`src/verilog/fp_format_pkg.sv`:
```
package fp_format_pkg;

    // ieee-754 single-precision word, msb first
    typedef struct packed {
        logic        sign;
        logic [7:0]  exponent;
        logic [22:0] fraction;
    } fp_fields_t;

    // same word seen as a raw value or split into its fields
    typedef union packed {
        logic [31:0] raw;
        fp_fields_t  fields;
    } fp_word_u;

    // per-operand class bits produced by the decode stage
    typedef struct packed {
        logic is_nan;
        logic is_snan;   // subset of is_nan
        logic is_zero;   // either sign
    } fp_class_t;

    localparam logic [31:0] FP_QNAN     = 32'h7FC0_0000;  // canonical quiet NaN
    localparam logic [31:0] FP_NEG_ZERO = 32'h8000_0000;
    localparam logic [7:0]  FP_EXP_MAX  = 8'hFF;          // inf / nan exponent

endpackage

```
`src/verilog/fp_unit_map_pkg.sv`:
```
package fp_unit_map_pkg;

    // command codes, written to bits 2:0 of CMD
    typedef enum logic [2:0] {
        FMIN   = 3'd0,
        FMAX   = 3'd1,
        FEQ    = 3'd2,
        FLT    = 3'd3,
        FLE    = 3'd4,
        FSGNJ  = 3'd5,
        FSGNJN = 3'd6,
        FSGNJX = 3'd7
    } fp_op_e;

    // register byte offsets
    localparam logic [4:0] REG_OPA    = 5'h00;
    localparam logic [4:0] REG_OPB    = 5'h04;
    localparam logic [4:0] REG_CMD    = 5'h08;
    localparam logic [4:0] REG_RESULT = 5'h0C;  // read only
    localparam logic [4:0] REG_FLAGS  = 5'h10;

    // bits of FLAGS
    localparam int FLAGS_NV_BIT   = 0;  // sticky invalid, write 1 to clear
    localparam int FLAGS_BUSY_BIT = 1;

    localparam logic [1:0] AXI_RESP_OKAY   = 2'd0;
    localparam logic [1:0] AXI_RESP_SLVERR = 2'd2;

    // up to three operations in flight
    localparam int INFLIGHT_W = 2;

endpackage

```
`src/verilog/fp_stage_if.sv`:
```
`timescale 1ns/100ps

// one operation issued by the register block
interface fp_issue_if;
    import fp_unit_map_pkg::*;

    logic        valid;  // single-cycle pulse, no back-pressure
    fp_op_e      op;
    logic [31:0] a;
    logic [31:0] b;

    modport source (output valid, op, a, b);
    modport sink   (input  valid, op, a, b);
endinterface

// decoded operation handed from decode to execute
interface fp_class_if;
    import fp_format_pkg::*;
    import fp_unit_map_pkg::*;

    logic        valid;
    fp_op_e      op;
    logic [31:0] a;
    logic [31:0] b;
    fp_class_t   class_a;
    fp_class_t   class_b;
    logic        mag_lt;  // |a| < |b|
    logic        mag_gt;  // |a| > |b|

    modport source (output valid, op, a, b, class_a, class_b, mag_lt, mag_gt);
    modport sink   (input  valid, op, a, b, class_a, class_b, mag_lt, mag_gt);
endinterface

```
`src/verilog/fp_axil_regs.sv`:
```
`timescale 1ns/100ps

module fp_axil_regs (
    input  logic        clk,
    input  logic        rst,
    // write address / data / response
    input  logic [4:0]  s_awaddr,
    input  logic        s_awvalid,
    output logic        s_awready,
    input  logic [31:0] s_wdata,
    input  logic        s_wvalid,
    output logic        s_wready,
    output logic [1:0]  s_bresp,
    output logic        s_bvalid,
    input  logic        s_bready,
    // read address / data
    input  logic [4:0]  s_araddr,
    input  logic        s_arvalid,
    output logic        s_arready,
    output logic [31:0] s_rdata,
    output logic [1:0]  s_rresp,
    output logic        s_rvalid,
    input  logic        s_rready,
    fp_issue_if.source  issue,
    input  logic [31:0] result,
    input  logic        nv_flag,
    input  logic        busy,
    output logic        flag_clear
);
    import fp_unit_map_pkg::*;

    logic [31:0] opa;
    logic [31:0] opb;
    fp_op_e      last_op;

    logic        wr_go;     // latched write is applied on this cycle
    logic [4:0]  wr_addr;
    logic [31:0] wr_data;
    logic        wr_ok;
    logic        aw_take;

    logic [31:0] rd_data;
    logic        rd_ok;
    logic [31:0] flags_word;

    // only accept when nothing is waiting on the B channel
    assign aw_take = s_awvalid && s_wvalid && !s_awready && !wr_go && !s_bvalid;

    always_comb begin
        case (wr_addr)
            REG_OPA, REG_OPB, REG_CMD, REG_FLAGS: wr_ok = 1'b1;
            default:                              wr_ok = 1'b0;  // RESULT is read only
        endcase
    end

    always_ff @(posedge clk) begin
        if (rst) begin
            s_awready   <= 1'b0;
            s_wready    <= 1'b0;
            s_bvalid    <= 1'b0;
            s_bresp     <= AXI_RESP_OKAY;
            wr_go       <= 1'b0;
            issue.valid <= 1'b0;
            flag_clear  <= 1'b0;
            last_op     <= FMIN;
        end else begin
            s_awready   <= aw_take;
            s_wready    <= aw_take;
            wr_go       <= s_awready && s_awvalid;
            issue.valid <= 1'b0;
            flag_clear  <= 1'b0;
            if (wr_go) begin
                s_bvalid <= 1'b1;
                s_bresp  <= wr_ok ? AXI_RESP_OKAY : AXI_RESP_SLVERR;
                if (wr_addr == REG_CMD) begin
                    last_op     <= fp_op_e'(wr_data[2:0]);
                    issue.valid <= 1'b1;
                end
                if (wr_addr == REG_FLAGS && wr_data[FLAGS_NV_BIT])
                    flag_clear <= 1'b1;
            end else if (s_bvalid && s_bready) begin
                s_bvalid <= 1'b0;
            end
        end
    end

    // address and data capture, operand registers
    always_ff @(posedge clk) begin
        if (s_awready && s_awvalid) begin
            wr_addr <= s_awaddr;
            wr_data <= s_wdata;  // strobes ignored
        end
        if (wr_go && wr_addr == REG_OPA)
            opa <= wr_data;
        if (wr_go && wr_addr == REG_OPB)
            opb <= wr_data;
    end

    // operands are stable while a CMD write is applied
    assign issue.op = last_op;
    assign issue.a  = opa;
    assign issue.b  = opb;

    always_comb begin
        flags_word                 = '0;
        flags_word[FLAGS_NV_BIT]   = nv_flag;
        flags_word[FLAGS_BUSY_BIT] = busy;
    end

    always_comb begin
        rd_ok = 1'b1;
        case (s_araddr)
            REG_OPA:    rd_data = opa;
            REG_OPB:    rd_data = opb;
            REG_CMD:    rd_data = {29'd0, last_op};
            REG_RESULT: rd_data = result;
            REG_FLAGS:  rd_data = flags_word;
            default: begin
                rd_data = '0;
                rd_ok   = 1'b0;
            end
        endcase
    end

    always_ff @(posedge clk) begin
        if (rst) begin
            s_arready <= 1'b0;
            s_rvalid  <= 1'b0;
            s_rresp   <= AXI_RESP_OKAY;
            s_rdata   <= '0;
        end else if (s_arready && s_arvalid) begin
            s_arready <= 1'b0;
            s_rvalid  <= 1'b1;
            s_rdata   <= rd_data;
            s_rresp   <= rd_ok ? AXI_RESP_OKAY : AXI_RESP_SLVERR;
        end else if (s_rvalid) begin
            if (s_rready) begin
                s_rvalid  <= 1'b0;
                s_arready <= 1'b1;
            end
        end else begin
            s_arready <= 1'b1;  // idle, ready for the next address
        end
    end

endmodule

```
`src/verilog/fp_operand_decode.sv`:
```
`timescale 1ns/100ps

module fp_operand_decode (
    input  logic        clk,
    input  logic        rst,
    fp_issue_if.sink    issue,
    fp_class_if.source  cls
);
    import fp_format_pkg::*;

    fp_word_u  wa;
    fp_word_u  wb;
    fp_class_t ca;
    fp_class_t cb;
    logic      lt;
    logic      gt;

    function automatic fp_class_t classify(input fp_word_u w);
        fp_class_t c;
        c.is_nan  = (w.fields.exponent == FP_EXP_MAX) && (w.fields.fraction != '0);
        c.is_snan = c.is_nan && !w.fields.fraction[22];  // quiet bit clear
        c.is_zero = (w.fields.exponent == '0) && (w.fields.fraction != '0) == 1'b0;
        return c;
    endfunction

    always_comb begin
        wa.raw = issue.a;
        wb.raw = issue.b;
        ca     = classify(wa);
        cb     = classify(wb);
        // exponent first, then fraction
        lt = {wa.fields.exponent, wa.fields.fraction} < {wb.fields.exponent, wb.fields.fraction};
        gt = {wa.fields.exponent, wa.fields.fraction} > {wb.fields.exponent, wb.fields.fraction};
    end

    always_ff @(posedge clk) begin
        if (rst)
            cls.valid <= 1'b0;
        else
            cls.valid <= issue.valid;
    end

    always_ff @(posedge clk) begin
        if (issue.valid) begin
            cls.op      <= issue.op;
            cls.a       <= wa.raw;
            cls.b       <= wb.raw;
            cls.class_a <= ca;
            cls.class_b <= cb;
            cls.mag_lt  <= lt;
            cls.mag_gt  <= gt;
        end
    end

endmodule

```
`src/verilog/fp_cmp_execute.sv`:
```
`timescale 1ns/100ps

module fp_cmp_execute (
    input  logic        clk,
    input  logic        rst,
    fp_class_if.sink    cls,
    output logic        res_valid,
    output logic [31:0] res_value,
    output logic        res_invalid
);
    import fp_format_pkg::*;
    import fp_unit_map_pkg::*;

    fp_word_u    wa;
    fp_word_u    wb;
    fp_word_u    sgnj;
    logic        sa;
    logic        sb;
    logic        any_nan;
    logic        any_snan;
    logic        both_zero;
    logic        a_below;   // a < b as values, NaN aside
    logic        a_above;   // a > b as values, NaN aside
    logic        eq;
    logic        lt;
    logic [31:0] minmax;
    logic [31:0] value_d;
    logic        invalid_d;

    always_comb begin
        wa.raw    = cls.a;
        wb.raw    = cls.b;
        sa        = wa.fields.sign;
        sb        = wb.fields.sign;
        any_nan   = cls.class_a.is_nan | cls.class_b.is_nan;
        any_snan  = cls.class_a.is_snan | cls.class_b.is_snan;
        both_zero = cls.class_a.is_zero & cls.class_b.is_zero;

        if (both_zero) begin
            a_below = 1'b0;  // +0 and -0 compare equal
            a_above = 1'b0;
        end else if (sa != sb) begin
            a_below = sa;
            a_above = sb;
        end else if (sa) begin
            // both negative, larger magnitude is the smaller value
            a_below = cls.mag_gt;
            a_above = cls.mag_lt;
        end else begin
            a_below = cls.mag_lt;
            a_above = cls.mag_gt;
        end

        eq = !any_nan && !a_below && !a_above;
        lt = !any_nan && a_below;
    end

    // min / max, FMAX mirrors FMIN
    always_comb begin
        if (cls.class_a.is_nan && cls.class_b.is_nan)
            minmax = FP_QNAN;
        else if (cls.class_a.is_nan)
            minmax = cls.b;
        else if (cls.class_b.is_nan)
            minmax = cls.a;
        else if (both_zero && cls.op == FMAX)
            minmax = (sa & sb) ? FP_NEG_ZERO : '0;
        else if (both_zero)
            minmax = (sa | sb) ? FP_NEG_ZERO : '0;
        else if (cls.op == FMAX)
            minmax = a_below ? cls.b : cls.a;  // ties keep a
        else
            minmax = a_above ? cls.b : cls.a;
    end

    // sign injection keeps a's magnitude
    always_comb begin
        sgnj.raw = cls.a;
        case (cls.op)
            FSGNJ:   sgnj.fields.sign = sb;
            FSGNJN:  sgnj.fields.sign = ~sb;
            FSGNJX:  sgnj.fields.sign = sa ^ sb;
            default: sgnj.fields.sign = sa;
        endcase
    end

    always_comb begin
        case (cls.op)
            FMIN, FMAX: begin
                value_d   = minmax;
                invalid_d = any_snan;
            end
            FEQ: begin
                value_d   = {31'd0, eq};
                invalid_d = any_snan;
            end
            FLT: begin
                value_d   = {31'd0, lt};
                invalid_d = any_nan;  // signaling compare
            end
            FLE: begin
                value_d   = {31'd0, lt | eq};
                invalid_d = any_nan;
            end
            default: begin
                value_d   = sgnj.raw;
                invalid_d = 1'b0;
            end
        endcase
    end

    always_ff @(posedge clk) begin
        if (rst)
            res_valid <= 1'b0;
        else
            res_valid <= cls.valid;
    end

    always_ff @(posedge clk) begin
        if (cls.valid) begin
            res_value   <= value_d;
            res_invalid <= invalid_d;
        end
    end

endmodule

```
`src/verilog/fp_result_stage.sv`:
```
`timescale 1ns/100ps

module fp_result_stage (
    input  logic        clk,
    input  logic        rst,
    input  logic        res_valid,
    input  logic [31:0] res_value,
    input  logic        res_invalid,
    input  logic        issue_pulse,
    input  logic        flag_clear,
    output logic [31:0] result,
    output logic        nv_flag,
    output logic        busy
);
    import fp_unit_map_pkg::*;

    logic [INFLIGHT_W-1:0] inflight;

    always_ff @(posedge clk) begin
        if (rst) begin
            result   <= '0;
            nv_flag  <= 1'b0;
            inflight <= '0;
        end else begin
            if (res_valid)
                result <= res_value;

            if (res_valid && res_invalid)
                nv_flag <= 1'b1;  // set beats clear
            else if (flag_clear)
                nv_flag <= 1'b0;

            // issue and retire on the same cycle cancel out
            if (issue_pulse && !res_valid)
                inflight <= inflight + 1'b1;
            else if (res_valid && !issue_pulse)
                inflight <= inflight - 1'b1;
        end
    end

    assign busy = (inflight != '0);

endmodule

```
`src/verilog/fp_cmp_unit_top.sv`:
```
`timescale 1ns/100ps

module fp_cmp_unit_top (
    input  logic        clk,
    input  logic        rst,
    input  logic [4:0]  s_awaddr,
    input  logic        s_awvalid,
    output logic        s_awready,
    input  logic [31:0] s_wdata,
    input  logic        s_wvalid,
    output logic        s_wready,
    output logic [1:0]  s_bresp,
    output logic        s_bvalid,
    input  logic        s_bready,
    input  logic [4:0]  s_araddr,
    input  logic        s_arvalid,
    output logic        s_arready,
    output logic [31:0] s_rdata,
    output logic [1:0]  s_rresp,
    output logic        s_rvalid,
    input  logic        s_rready
);

    fp_issue_if issue_bus ();
    fp_class_if class_bus ();

    logic        res_valid;
    logic [31:0] res_value;
    logic        res_invalid;
    logic [31:0] result;
    logic        nv_flag;
    logic        busy;
    logic        flag_clear;

    fp_axil_regs u_regs (
        .clk        (clk),
        .rst        (rst),
        .s_awaddr   (s_awaddr),
        .s_awvalid  (s_awvalid),
        .s_awready  (s_awready),
        .s_wdata    (s_wdata),
        .s_wvalid   (s_wvalid),
        .s_wready   (s_wready),
        .s_bresp    (s_bresp),
        .s_bvalid   (s_bvalid),
        .s_bready   (s_bready),
        .s_araddr   (s_araddr),
        .s_arvalid  (s_arvalid),
        .s_arready  (s_arready),
        .s_rdata    (s_rdata),
        .s_rresp    (s_rresp),
        .s_rvalid   (s_rvalid),
        .s_rready   (s_rready),
        .issue      (issue_bus.source),
        .result     (result),
        .nv_flag    (nv_flag),
        .busy       (busy),
        .flag_clear (flag_clear)
    );

    fp_operand_decode u_decode (
        .clk   (clk),
        .rst   (rst),
        .issue (issue_bus.sink),
        .cls   (class_bus.source)
    );

    fp_cmp_execute u_execute (
        .clk         (clk),
        .rst         (rst),
        .cls         (class_bus.sink),
        .res_valid   (res_valid),
        .res_value   (res_value),
        .res_invalid (res_invalid)
    );

    fp_result_stage u_result (
        .clk         (clk),
        .rst         (rst),
        .res_valid   (res_valid),
        .res_value   (res_value),
        .res_invalid (res_invalid),
        .issue_pulse (issue_bus.valid),  // counts operations entering the pipe
        .flag_clear  (flag_clear),
        .result      (result),
        .nv_flag     (nv_flag),
        .busy        (busy)
    );

endmodule

```
`config.mk`:
```
export PLATFORM = sky130hd
export DESIGN_NAME = fp_cmp_unit_top
export DESIGN_NICKNAME = d
export VERILOG_FILES = /design/src/verilog/fp_format_pkg.sv /design/src/verilog/fp_unit_map_pkg.sv /design/src/verilog/fp_stage_if.sv /design/src/verilog/fp_axil_regs.sv /design/src/verilog/fp_operand_decode.sv /design/src/verilog/fp_cmp_execute.sv /design/src/verilog/fp_result_stage.sv /design/src/verilog/fp_cmp_unit_top.sv
export SDC_FILE = /design/constraint.sdc
export NUM_CORES = 1
export LEC_CHECK = 0
export ABC_CLOCK_PERIOD_IN_PS = 7500
export BUFFER_PORTS_ARGS = -buffer_cell sky130_fd_sc_hd__buf_4
export CORE_UTILIZATION = 64
export CTS_BUF_LIST = sky130_fd_sc_hd__clkbuf_16
export CTS_CLUSTER_DIAMETER = 40
export DETAILED_ROUTE_END_ITERATION = 8
export HOLD_SLACK_MARGIN = 0.08
export PLACE_DENSITY_LB_ADDON = 0.08
export SYNTH_ARGS = -nofsm -noshare
export SYNTH_HDL_FRONTEND = slang
export SYNTH_SLANG_ARGS = --single-unit
export TNS_END_PERCENT = 50
```
`constraint.sdc`:
```
create_clock -name clk -period 7.5 [get_ports clk]
set_input_delay 0.375 -clock clk [delete_from_list [all_inputs] [get_ports clk]]
set_output_delay 0.375 -clock clk [all_outputs]
set_load 0.1 [all_outputs]
```
==> flow_summary_export.csv <==
group,metric,value,unit
flow_run,cap_violations,0,
synthesis,yosys_warnings,0,
critical_path,rr_endpoint,"u_execute.res_value[15]",
drt,wl_per_cell,22.2,um
clock_tree,clk_pin_slew,0.06,ns
drt,finalWirelength,27400,um
sta,setup-tns-final,0,ns
power_and_ir_drop,fin_total_pwr,0.00349,W
sta,rsz0062_at_grt,"false",
sta,hold_violations,0,
critical_path,cp-startpoint,"u_decode.cls.a[31]",
grt,grt_overflow,0,
synthesis,seq_area_frac_synth,68.4,%
die,dieArea,0.0186,sq mm
synthesis,synthCells,858,
critical_path,critPathTopFamily,"compound AO/OA/AOI/OAI gates",
drt,drtIter0Drc,992,
drt,drc,0,
placement,dp_slack,4.29,ns
die,die_x,136,um
grt,grt.total_usage,30.6,%
clock_tree,cts_htree_levels,2,
sta,layout_setup_ws,4.29,ns
clock_tree,cts_sinks,290,
critical_path,required,7.86,ns
synthesis,synth_most_common_cell,"edfxtp_1",
placement,port-buffer-count,87,
sta,final.setup_skew,0.0214,ns
critical_path,r2r_start,"u_decode.cls.a[31]",
placement,place.gp.congestion,0.873,
clock_tree,clock_latency,0.50,ns
die,core,0.0175,sq mm
grt,grt_max_degree,78,
layout,drive_gt1_share,16.7,%
synthesis,ys_seq_elements,290,
critical_path,rr_worst_depth,7,
sta,fin_crit,3.21,ns
die,io_pins,90,
critical_path,rrSetupSlack,4.29,ns
synthesis,ys.flop_type,"edfxtp_1",
critical_path,worst_path_max_delay_cell,"a211oi_4",
sta,maxSlewViolCount,0,
die,rows,48,
critical_path,critPathKind,"flip-flop to flip-flop",
drt,vias,7787,
sta,slew_headroom,25.0,%
layout,layoutNonFillerInstCount,1234,
grt,grt_pass1_vias,7789,
critical_path,cp_common_cell,"a211oi_4",
clock_tree,numCtsBuffers,36,
synthesis,synth_edf_count,209,
clock_tree,cts-root-buf,"clkbuf_16",
sta,setup_violations,0,
clock_tree,cts_resized,0,
critical_path,setup.worst_path.start_class,"flip-flop",
grt,grt_pass1_wl,41900,um
worst_hold_path,hold_depth,2,
synthesis,synthArstFlopShare,0,%
sta,fin_crit_sh,42.8,%
placement,dp_hpwl,16300,um
synthesis,netlist_area,0.0115,sq mm
synthesis,ys_top_cells_by_count,"edfxtp_1, nor2_1, dfxtp_1",
critical_path,worstSetupEndpointType,"flip-flop",
drt,drt_pass1_iterations,7,
drt,viasPerCell,6.31,
critical_path,cp.arrival,3.58,ns
critical_path,path_buf_inv,1,
worst_hold_path,hold_class,"input port to flip-flop",
power_and_ir_drop,p_leak,5.05,nW
critical_path,crit_path_max_incr_delay,0.95,ns
status,status,"finished, final reports clean",
sta,worst_pin_slew,1.12,ns
synthesis,yosys.area.top_type_share,54.3,%
synthesis,synth.distinct_cells,61,
power_and_ir_drop,ir_drop,0.000282,V
die,die_y,136,um
sta,fmax,311,MHz
synthesis,synth.area.top_cells,"edfxtp_1, dfxtp_1, ha_1",
placement,dpl.cell_count,1133,
layout,nNetsFinal,1066,
synthesis,syn_avg_cell_area,13.5,sq um
layout,antenna_cells,0,
grt,antenna_found_initial,0,
critical_path,path_cells,"inv_1, ha_1, or3b_4, a211oi_4, o21ai_2, a211oi_4, a22o_1",
layout,final_util,79.5,%
critical_path,critPathCapture,"u_execute.res_value[15]",
critical_path,worst-path-stages,7,
critical_path,critical_path.max_fanout,21,
die,initial_core_util,66.1,%
power_and_ir_drop,p_per_area,251,mW/mm^2
synthesis,yosysTopAreaCell,"edfxtp_1",
clock_tree,cts_buffer_depth,3,
layout,syn2layout_area_growth,20.3,%
drt,antenna_left,0,
clock_tree,cts_tree,"yes",
## sequential cells by signal, indices dropped and copies added (netlist names), 2 cells and up
name,flops
u_decode.cls.a,32
u_decode.cls.b,32
u_execute.res_value,32
u_regs.issue.a,32
u_regs.issue.b,32
u_regs.s_rdata,32
u_regs.wr_data,32
u_result.result,32
u_regs.wr_addr,5
u_decode.cls.class_a,3
u_decode.cls.class_b,3
u_decode.cls.op,3
u_regs.issue.op,3
u_result.inflight,2
## per-layer routing
metal  share of wire (%)  routed length (um)  GRT usage (%)
met1                  40               11000           39.2
met2                  50               13700           52.6
met3                 7.7                2120           5.33
met4                 2.3                 631           10.6
met5                   0                   0              0
## worst min path at each step
stage	start	endpoint	slack (ns)
6_report	s_wvalid	u_regs.s_awready	0.13
5_1_grt	s_wvalid	u_regs.s_awready	0.11
4_1_cts	s_wvalid	u_regs.s_awready	0.12
3_5_place_dp	u_regs.wr_data[24]	u_regs.issue.b[24]	0.43
3_3_place_gp	u_regs.wr_data[20]	u_regs.issue.b[20]	0.42
2_1_floorplan	u_regs.wr_data[10]	u_regs.issue.a[10]	0.42
## through the flow
step / hold WS, ns / instance area, sq um
after floorplan: 0.421 / 11600
after global placement: 0.422 / 12300
after detailed placement: 0.429 / 12300
after CTS: 0.122 / 13900
after global routing: 0.114 / 13900
final: 0.135 / 13900
## worst register-to-register path, stage by stage (launching register included)
cell and delay (ns):
edfxtp_1 0.51, inv_1 0.11, ha_1 0.40, or3b_4 0.44
a211oi_4 0.27, o21ai_2 0.12, a211oi_4 0.95, a22o_1 0.27
## timing repair
action                    4_1_cts  5_1_grt
hold endpoints to repair       37        0
setup buffers                   0        0
hold buffers                   37        0
## power breakdown
part | total (W) | switching (W) | internal [W]
sequential | 0.00171 | 0.00000399 | 0.00171
combinational | 0.0000871 | 0.0000501 | 0.0000370
clock | 0.00170 | 0.000653 | 0.00104
total | 0.00349 | 0.000707 | 0.00279
## kinds of logic after synthesis
kind of cell               count (synthesis)  synth area share [%]
AOI/OAI and AO/OA                        179                  11.5
muxes                                     39                  3.38
other                                      1                0.0325
DFF                                      290                  68.4
and+or+nand+nor                          218                  9.22
adders and majority gates                 34                  3.68
buffers and inverters                     95                  3.61
xor gates and xnor gates                   2                 0.152
## cell usage in the layout (no fill, tap or decap), types with 30 or more instances in the layout
master,synthesis,routed
dlygate4sd3_1,0,37
a21oi_1,33,33
inv_1,47,51
buf_4,7,96
a222oi_1,31,31
nand2_1,30,30
nor2_1,90,90
dfxtp_1,81,79
mux2i_1,39,39
edfxtp_1,209,209
clkbuf_16,0,37
ha_1,34,34
## cell type report
type / count / area (sq um)
flip-flops and latches: 290 / 7900
fillers: 987 / 3580
multi-input cells: 474 / 3260
repair buffers: 133 / 1090
clock buffers: 37 / 926
well taps: 225 / 282
clock inverters: 27 / 256
inverters: 48 / 183
Power figures use the tool's default switching activity.
